### config.mk
export PLATFORM = sky130hd
export DESIGN_NAME = ex_muldiv
export DESIGN_NICKNAME = d
export VERILOG_FILES = /design/src/logic/cpu_pkg.sv /design/src/logic/muldiv_ctrl.sv /design/src/logic/iter_counter.sv /design/src/logic/div_datapath.sv /design/src/logic/hilo_unit.sv /design/src/logic/ex_muldiv.sv
export SDC_FILE = /design/constraint.sdc
export NUM_CORES = 2
export LEC_CHECK = 0
export BUFFER_PORTS_ARGS = -buffer_cell sky130_fd_sc_hd__buf_2
export CORE_MARGIN = 4
export CORE_UTILIZATION = 50
export CTS_CLUSTER_DIAMETER = 200
export DETAILED_ROUTE_END_ITERATION = 8
export GPL_ROUTABILITY_DRIVEN = 0
export PLACE_DENSITY = 0.78
export REMOVE_ABC_BUFFERS = 1
export SYNTH_ARGS = -nofsm -noshare
export SYNTH_HDL_FRONTEND = slang
export SYNTH_SLANG_ARGS = --single-unit
### constraint.sdc
create_clock -name clk -period 15.27 [get_ports clk]
set_clock_uncertainty 0.05 [all_clocks]
set_input_delay 2.2905 -clock clk [delete_from_list [all_inputs] [get_ports clk]]
set_output_delay 2.2905 -clock clk [all_outputs]
set_load 0.1 [all_outputs]
### src/logic/cpu_pkg.sv
package cpu_pkg;

	// operation presented to the multiply/divide unit, held while stalled
	typedef enum logic [2:0] {
		op_none  = 3'd0,
		op_mult  = 3'd1,
		op_multu = 3'd2,
		op_div   = 3'd3,
		op_divu  = 3'd4,
		op_mthi  = 3'd5,
		op_mtlo  = 3'd6
	} muldiv_op_t;

	// divide sequencer states
	typedef enum logic [1:0] {
		div_idle = 2'd0,
		div_busy = 2'd1,
		div_done = 2'd2
	} div_state_t;

endpackage

### src/logic/muldiv_ctrl.sv
module muldiv_ctrl
	import cpu_pkg::*;
(
	input  logic       clk,
	input  logic       reset,
	input  logic       flush,
	input  muldiv_op_t op,
	input  logic       last_step,
	output logic       start,
	output logic       step,
	output logic       div_done,
	output logic       stall_req
);

	div_state_t state;
	div_state_t state_next;
	logic       is_div;

	assign is_div = (op == op_div) || (op == op_divu);

	always_ff @(posedge clk) begin
		if (reset) begin
			state <= cpu_pkg::div_idle;
		end else begin
			state <= state_next;
		end
	end

	always_comb begin
		state_next = state;
		case (state)
			cpu_pkg::div_idle: begin
				if (is_div) begin
					state_next = cpu_pkg::div_busy;
				end
			end
			cpu_pkg::div_busy: begin
				if (last_step) begin
					state_next = cpu_pkg::div_done;
				end
			end
			cpu_pkg::div_done: begin
				state_next = cpu_pkg::div_idle;
			end
			default: begin
				state_next = cpu_pkg::div_idle;
			end
		endcase
		// flush wins from any state
		if (flush) begin
			state_next = cpu_pkg::div_idle;
		end
	end

	always_comb begin
		start     = 1'b0;
		step      = 1'b0;
		div_done  = 1'b0;
		stall_req = 1'b0;
		case (state)
			cpu_pkg::div_idle: begin
				// hold the pipeline from the first divide cycle
				stall_req = is_div;
				start     = is_div && !flush;
			end
			cpu_pkg::div_busy: begin
				step      = 1'b1;
				stall_req = 1'b1;
			end
			cpu_pkg::div_done: begin
				// pipeline advances here, result goes to HI/LO
				div_done = !flush;
			end
			default: begin
				stall_req = 1'b0;
			end
		endcase
	end

endmodule

### src/logic/iter_counter.sv
module iter_counter #(
	parameter int width = 32
) (
	input  logic clk,
	input  logic reset,
	input  logic count_clear,
	input  logic step,
	output logic last_step
);

	localparam int count_w = $clog2(width);

	logic [count_w-1:0] count;

	// one step per quotient bit, counting down to zero
	always_ff @(posedge clk) begin
		if (reset) begin
			count <= '0;
		end else if (count_clear) begin
			count <= count_w'(width - 1);
		end else if (step && (count != '0)) begin
			count <= count - 1'b1;
		end
	end

	assign last_step = step && (count == '0);

endmodule

### src/logic/div_datapath.sv
module div_datapath
	import cpu_pkg::*;
#(
	parameter int width = 32
) (
	input  logic             clk,
	input  logic             reset,
	input  logic             start,
	input  logic             step,
	input  muldiv_op_t       op,
	input  logic [width-1:0] rs_data,
	input  logic [width-1:0] rt_data,
	output logic [width-1:0] quotient,
	output logic [width-1:0] remainder
);

	logic             op_signed;
	logic [width-1:0] rs_mag;
	logic [width-1:0] rt_mag;

	// sign information captured at start
	logic signed_op;
	logic dividend_neg;
	logic quotient_neg;

	// dividend bits shift out the top while quotient bits shift in below
	logic [width-1:0] dvd_shift;
	logic [width-1:0] dsr_mag;
	logic [width-1:0] part_rem;

	logic [width:0] trial;
	logic [width:0] diff;
	logic           q_bit;

	assign op_signed = (op == op_div);

	// most negative value keeps its pattern, which is the right unsigned magnitude
	assign rs_mag = (op_signed && rs_data[width-1]) ? -rs_data : rs_data;
	assign rt_mag = (op_signed && rt_data[width-1]) ? -rt_data : rt_data;

	always_ff @(posedge clk) begin
		if (reset) begin
			signed_op    <= 1'b0;
			dividend_neg <= 1'b0;
			quotient_neg <= 1'b0;
		end else if (start) begin
			signed_op    <= op_signed;
			dividend_neg <= rs_data[width-1];
			quotient_neg <= rs_data[width-1] ^ rt_data[width-1];
		end
	end

	// restoring step
	assign trial = {part_rem, dvd_shift[width-1]};
	assign diff  = trial - {1'b0, dsr_mag};
	assign q_bit = !diff[width];

	always_ff @(posedge clk) begin
		if (start) begin
			dvd_shift <= rs_mag;
			dsr_mag   <= rt_mag;
			part_rem  <= '0;
		end else if (step) begin
			// zero divisor always subtracts, giving all ones and the full dividend
			if (q_bit) begin
				part_rem <= diff[width-1:0];
			end else begin
				part_rem <= trial[width-1:0];
			end
			dvd_shift <= {dvd_shift[width-2:0], q_bit};
		end
	end

	// sign fix, remainder follows the dividend
	always_comb begin
		if (signed_op && quotient_neg) begin
			quotient = -dvd_shift;
		end else begin
			quotient = dvd_shift;
		end
		if (signed_op && dividend_neg) begin
			remainder = -part_rem;
		end else begin
			remainder = part_rem;
		end
	end

endmodule

### src/logic/hilo_unit.sv
module hilo_unit
	import cpu_pkg::*;
#(
	parameter int width = 32
) (
	input  logic             clk,
	input  logic             reset,
	input  logic             flush,
	input  muldiv_op_t       op,
	input  logic [width-1:0] rs_data,
	input  logic [width-1:0] rt_data,
	input  logic             div_done,
	input  logic [width-1:0] quotient,
	input  logic [width-1:0] remainder,
	output logic [width-1:0] hi,
	output logic [width-1:0] lo
);

	logic [2*width-1:0] rs_ext;
	logic [2*width-1:0] rt_ext;
	logic [2*width-1:0] product;

	// extend to double width so one multiplier covers mult and multu
	always_comb begin
		if (op == op_mult) begin
			rs_ext = {{width{rs_data[width-1]}}, rs_data};
			rt_ext = {{width{rt_data[width-1]}}, rt_data};
		end else begin
			rs_ext = {{width{1'b0}}, rs_data};
			rt_ext = {{width{1'b0}}, rt_data};
		end
	end

	// low 2*width bits are exact in both cases
	assign product = rs_ext * rt_ext;

	always_ff @(posedge clk) begin
		if (reset) begin
			hi <= '0;
			lo <= '0;
		end else if (div_done) begin
			hi <= remainder;
			lo <= quotient;
		end else if (!flush) begin
			case (op)
				op_mult, op_multu: begin
					hi <= product[2*width-1:width];
					lo <= product[width-1:0];
				end
				op_mthi: begin
					hi <= rs_data;
				end
				op_mtlo: begin
					lo <= rs_data;
				end
				default: begin
					// divides write through div_done
					hi <= hi;
					lo <= lo;
				end
			endcase
		end
	end

endmodule

### src/logic/ex_muldiv.sv
module ex_muldiv
	import cpu_pkg::*;
#(
	parameter int width = 32
) (
	input  logic             clk,
	input  logic             reset,
	input  logic             flush,
	input  muldiv_op_t       op,
	input  logic [width-1:0] rs_data,
	input  logic [width-1:0] rt_data,
	output logic [width-1:0] hi,
	output logic [width-1:0] lo,
	output logic             stall_req
);

	logic             start;
	logic             step;
	logic             last_step;
	logic             div_done;
	logic [width-1:0] quotient;
	logic [width-1:0] remainder;

	// divide sequencing
	muldiv_ctrl muldiv_ctrl_instance(
		.clk,
		.reset,
		.flush,
		.op,
		.last_step,
		.start,
		.step,
		.div_done,
		.stall_req
	);

	iter_counter #(
		.width(width)
	) iter_counter_instance (
		.clk,
		.reset,
		.count_clear(start),
		.step,
		.last_step
	);

	div_datapath #(
		.width(width)
	) div_datapath_instance (
		.clk,
		.reset,
		.start,
		.step,
		.op,
		.rs_data,
		.rt_data,
		.quotient,
		.remainder
	);

	// HI/LO registers
	hilo_unit #(
		.width(width)
	) hilo_instance (
		.clk,
		.reset,
		.flush,
		.op,
		.rs_data,
		.rt_data,
		.div_done,
		.quotient,
		.remainder,
		.hi,
		.lo
	);

endmodule

* Yosys cells after proc, flatten, opt, wreduce, memory -nomap -nowiden
Cells that the tools add are included. W data, S select, Z words.
Storage, ports and cells: register bits 170, latch bits 0, RAM bits 0, memory bits (read-only) 0, memories 0
Operators by class: $add $sub $neg 6, $mul 1, divide/modulo/power cells 0, magnitude comparators 0, equality and inequality tests 11, shift-type cells 0, muxes and demuxes 24, bitwise operators 1, reductions and logical operators 22
Operator list (number):
- $mux W32 | 11
- $mux W64 | 2
- $neg A32 Y32 | 4
- $pmux W32 S2 | 2
- $mul A64 B64 Y64 | 1
- $sub A33 B32 Y33 | 1
- $mux W5 | 2
- $eq A3 B3 Y1 const B | 3
- $logic_and A1 B1 Y1 | 7
- $eq A3 B2 Y1 const B | 2
- $ne A2 B1 Y1 const B | 3
- $reduce_and A2 Y1 | 3
- $reduce_bool A3 Y1 | 2
- $logic_not A5 Y1 | 1
- $reduce_bool A5 Y1 | 1
- $sub A5 B1 Y5 const B | 1
- $mux W2 | 2
- $pmux W2 S2 | 1
- $reduce_bool A2 Y1 | 2
- $reduce_or A2 Y1 | 2
- $eq A3 B1 Y1 const B | 1
- $mux W1 | 3
- $eq A2 B1 Y1 const B | 1
- $eq A2 B2 Y1 const B | 1
- other kinds (5) | 6

* Depth between registers and ports, before layout
depth in word-level cells 6, depth in mapped cells 36, depth with buffers taken out 34

* By module
Synthesis repeated with hierarchy kept, for this count alone.
Unflattened totals: cells, all modules 6617, area, all modules 59402.0 µm²
By module, submodules not included:
- hilo_unit | instances 1, cells each 5598, area an instance 50945.1 µm², sequential area each 1281.2 µm²
- div_datapath | instances 1, cells each 978, area an instance 8069.0 µm², sequential area each 2622.5 µm²
- iter_counter | instances 1, cells each 28, area an instance 265.3 µm², sequential area each 100.1 µm²
- muldiv_ctrl | instances 1, cells each 13, area an instance 122.6 µm², sequential area each 40.0 µm²

* Worst setup path after synthesis
No wires, ideal clock.
path kind input-to-reg, start input port op[2], end register hilo_instance.hi[31], setup time 0.131 ns, data arrival time 11.517 ns, setup slack 3.572 ns, cell stages on the path 32, cells stage by stage clkbuf_1 -> nor2_1 -> and2_0 -> clkbuf_1 -> clkbuf_1 -> nand2_1 -> fa_1 -> inv_1 -> fa_1 -> fa_1 -> inv_1 -> fa_1 -> inv_1 -> fa_1 -> fa_1 -> fa_1 -> fa_1 -> fa_1 -> inv_1 -> fa_1 -> inv_1 -> ha_1 -> clkbuf_1 -> and2_1 -> a311o_1 -> a31o_2 -> o21bai_1 -> a221oi_1 -> o41ai_2 -> a211oi_1 -> xnor2_1 -> o22ai_1
On the way: word-level cells in the longest chain between the ends 6, elaborated cells on any way between the ends 12, classes of those cells 1 x mul; 3 x eq/ne; 5 x mux; 3 x reduce/logical
RTL lines:
- from (decl) | line ex_muldiv.sv:9 | input muldiv_op_t op,
- $eq A3 B1 Y1 | line hilo_unit.sv:25, hilo_unit.sv:45
- $mux W64 | line hilo_unit.sv:25 | if (op == op_mult) begin
- $mul A64 B64 Y64 | line hilo_unit.sv:35 | assign product = rs_ext * rt_ext;
- $pmux W32 S2 | line hilo_unit.sv:45 | case (op)
- $mux W32 | line hilo_unit.sv:44 | end else if (!flush) begin
- $mux W32 | line hilo_unit.sv:41 | end else if (div_done) begin
- to (signal assigned) | line hilo_unit.sv:42 | hi <= remainder;
- to (signal assigned) | line hilo_unit.sv:47 | hi <= product[2*width-1:width];
- to (signal assigned) | line hilo_unit.sv:51 | hi <= rs_data;
- to (decl) | line hilo_unit.sv:15 | output logic [width-1:0] hi,
Several ways; a longest one is shown, not always the timed one. The select of a mux whose other input is x is not followed. A chain may end at the register's enable or synchronous reset.

* Final worst setup path
start input port op[1], end register hilo_instance.hi[31]
The elaborated chain is that of the path after synthesis.

==> out/results.tsv <==
metric	value	unit
worst skew pair latency	450	ps
Cell Rows	125	
area of the core	117000	sq um
hold_buf cts	0	
maximum fanout along the worst path	26	
Placement Setup Slack	2420	ps
Main synth FF type	dfxtp_1	
final hold viol count	0	
CTS root buf	clkbuf_16	
area share of fa/ha/maj cells after synthesis	55.5	%
max-slew violation count	0	
CTS tree	done	
worst r2r path cells	13	
Die X	352	um
Slew headroom	22.9	%
Final setup viols	0	
detailed-route via count	45800	
placed instance area	60900	sq um
status	complete, no violations	
Total GRT Usage	29.5	%
drt total wl	179	mm
Hold WC Path Type	reg2reg	
Compound-Gate Fraction of Synth Area	7.40	%
worst stage delay on the critical path	920	ps
HP Start	hilo_instance.lo[12]	
max-cap violations	0	
DRC errors left	0	
clk sinks	170	
Detail Route Antenna Nets	0	
number of flops mapped to enable cells by yosys	64	
layout cells sized above 1	4.17	%
Slew @ Worst Pin	1160	ps
slowest cell on the critical path	and2_1	
HPWL Detailed	141	mm
first-pass GRT wire length	279	mm
IO Count	135	
Reg clk slew, reported paths	70	ps
TritonCTS Buffers	17	
area of the mapped netlist	59100	sq um
largest net degree at the start of global routing	75	
r2r startpoint	div_datapath_instance.dvd_shift[31]	
setup slack, reg-to-reg	11010	ps
startpoint class of the critical path	input pin	
vias in the first global route	49300	
Min-Delay Endpoint	hilo_instance.lo[12]	
critical path type	in2reg	
DRT iter0 DRCs	4915	
distinct cell type count after synthesis	79	
antenna violations before repair	9	
post-CTS sizing	0	
H-Tree Depth	4	
grt ovf	0	
main combinational cell family by area after synthesis	adder cells	
post-route cell area	61500	sq um
CP arrival	12860	ps
Post-CTS Setup Bufs	0	
reg-to-reg endpoint	div_datapath_instance.part_rem[3]	
hold-critical path depth	2	
Nets	8256	
mux cell area share after synthesis	0.426	%
cell mode on critical path	fa_1	
DIE AREA	124000	sq um
syn_area_per_cell	9.01	sq um
Initial Util	50.6	%
Req. time, crit path	15540	ps
Post-Synth Simple-Gate Area	13.8	%
Post-Route Setup TNS	0	ps
final worst-path cycle share	82.5	%
Cells after Synth	6555	
drt pass-1 iters	6	
chip height	352	um
flops & latches, synth	170	
CTS Buffer Depth	2	
P&R area growth vs syn	4.13	%
crit end category	register	
Ys Warns	0	
fmax	79.4	MHz
WL/cell	22.4	um
PortBufs	134	
Seq/Total Area, Yosys	6.85	%
via density per instance	5.76	
post-route setup slack	2680	ps
asr flop ratio synth	0	%
xor/xnor share of the synthesized area	3.77	%
Final Critical Period	12590	ps
RSZ-0062 raised after global routing	false	
final cells by class:
type                    count  area (sq um)
inverters                1551          5820
repair buffers            209          1230
well taps                1524          1910
flip-flops and latches    170          4040
multi-input cells        4470         47900
diodes                      6          15.0
clock inverters            11           123
fillers                 10200         55200
clock buffers              21           483
stage by stage:
stage / utilization, % / hold WS [ps] / std cells
2_1_floorplan: - / 389 / 6191
3_3_place_gp: 52.2 / 389 / 7924
3_5_place_dp: 52.2 / 395 / 7924
4_1_cts: 52.7 / 405 / 7956
5_1_grt: 52.7 / 434 / 7957
6_report: 52.7 / 405 / 7962
critical path: cells and delay by family:
kind                     cells  cell delay (ps)
AO/OA/AOI/OAI                9             2190
XOR/XNOR                     1              150
adder cells (fa/ha/maj)     11             5400
buffers and inverters        7              950
AND/OR/NAND/NOR              4             1860
worst max path at each step:
| stage | start | endpoint |
|---|---|---|
| after floorplan | op[1] | hilo_instance.hi[31] |
| after global placement | op[1] | hilo_instance.hi[31] |
| after detailed placement | op[1] | hilo_instance.hi[31] |
| after CTS | op[1] | hilo_instance.hi[31] |
| after global routing | op[1] | hilo_instance.hi[31] |
| final | op[1] | hilo_instance.hi[31] |
layer usage:
layer,global-route usage (%),share of wire (%)
met2,46.2,45
met4,12.6,5.2
met3,9.97,14
met5,0,0.0067
met1,37.5,36
logic make-up after synthesis:
| group | after synthesis |
|---|---|
| compound gates | 692 |
| xor+xnor | 254 |
| fa+ha+maj | 1771 |
| buf+inv | 1915 |
| flops | 170 |
| mux | 25 |
| simple gates | 1728 |
layout by cell type, fill, tap and decap left out, drive strengths merged, types with 26 or more instances in the layout:
cell type,instances
ha,347
a21o,46
a21oi,196
a31oi,26
nand2b,26
and2,421
nor3,45
nand3,35
nand2,904
nor2,150
dfxtp,106
o211ai,58
xnor2,167
xor2,87
fa,1420
edfxtp,64
inv,1558
and3,38
buf,209
o21ai,175
a211oi,29
flip-flops by register name (all words and copies together), names as in the netlist:
| name | count |
|---|---|
| div_datapath_instance.quotient_neg | 1 |
| muldiv_ctrl_instance.state | 2 |
| div_datapath_instance.signed_op | 1 |
| hilo_instance.hi | 32 |
| div_datapath_instance.dvd_shift | 32 |
| div_datapath_instance.dsr_mag | 32 |
| div_datapath_instance.dividend_neg | 1 |
| div_datapath_instance.part_rem | 32 |
| iter_counter_instance.count | 5 |
| hilo_instance.lo | 32 |
synthesized netlist by cell type (17+ instances only):
master	n	area (sq um)
mux2i_1	24	240
fa_1	1420	28400
nand4_1	17	106
o31ai_1	25	188
xnor2_1	167	1460
buf_1	51	191
dfxtp_1	106	2120
nor2b_1	18	113
xor2_1	87	762
nand2_1	904	3390
and2_1	418	2620
edfxtp_1	64	1920
and3_1	38	238
a211oi_1	29	218
o21a_1	17	128
or3_1	19	119
o211ai_1	58	435
a21oi_1	195	976
clkbuf_1	309	1160
o21ai_0	172	861
a31oi_1	26	163
o21bai_1	17	128
nor2_1	150	563
nand2b_1	26	163
a21o_1	46	345
nor3_1	45	225
inv_1	1551	5820
ha_1	347	4340
nand3_1	35	175
Power is not shown: default switching activity piles up to over one toggle a cycle in this logic, so the estimate is an artifact.
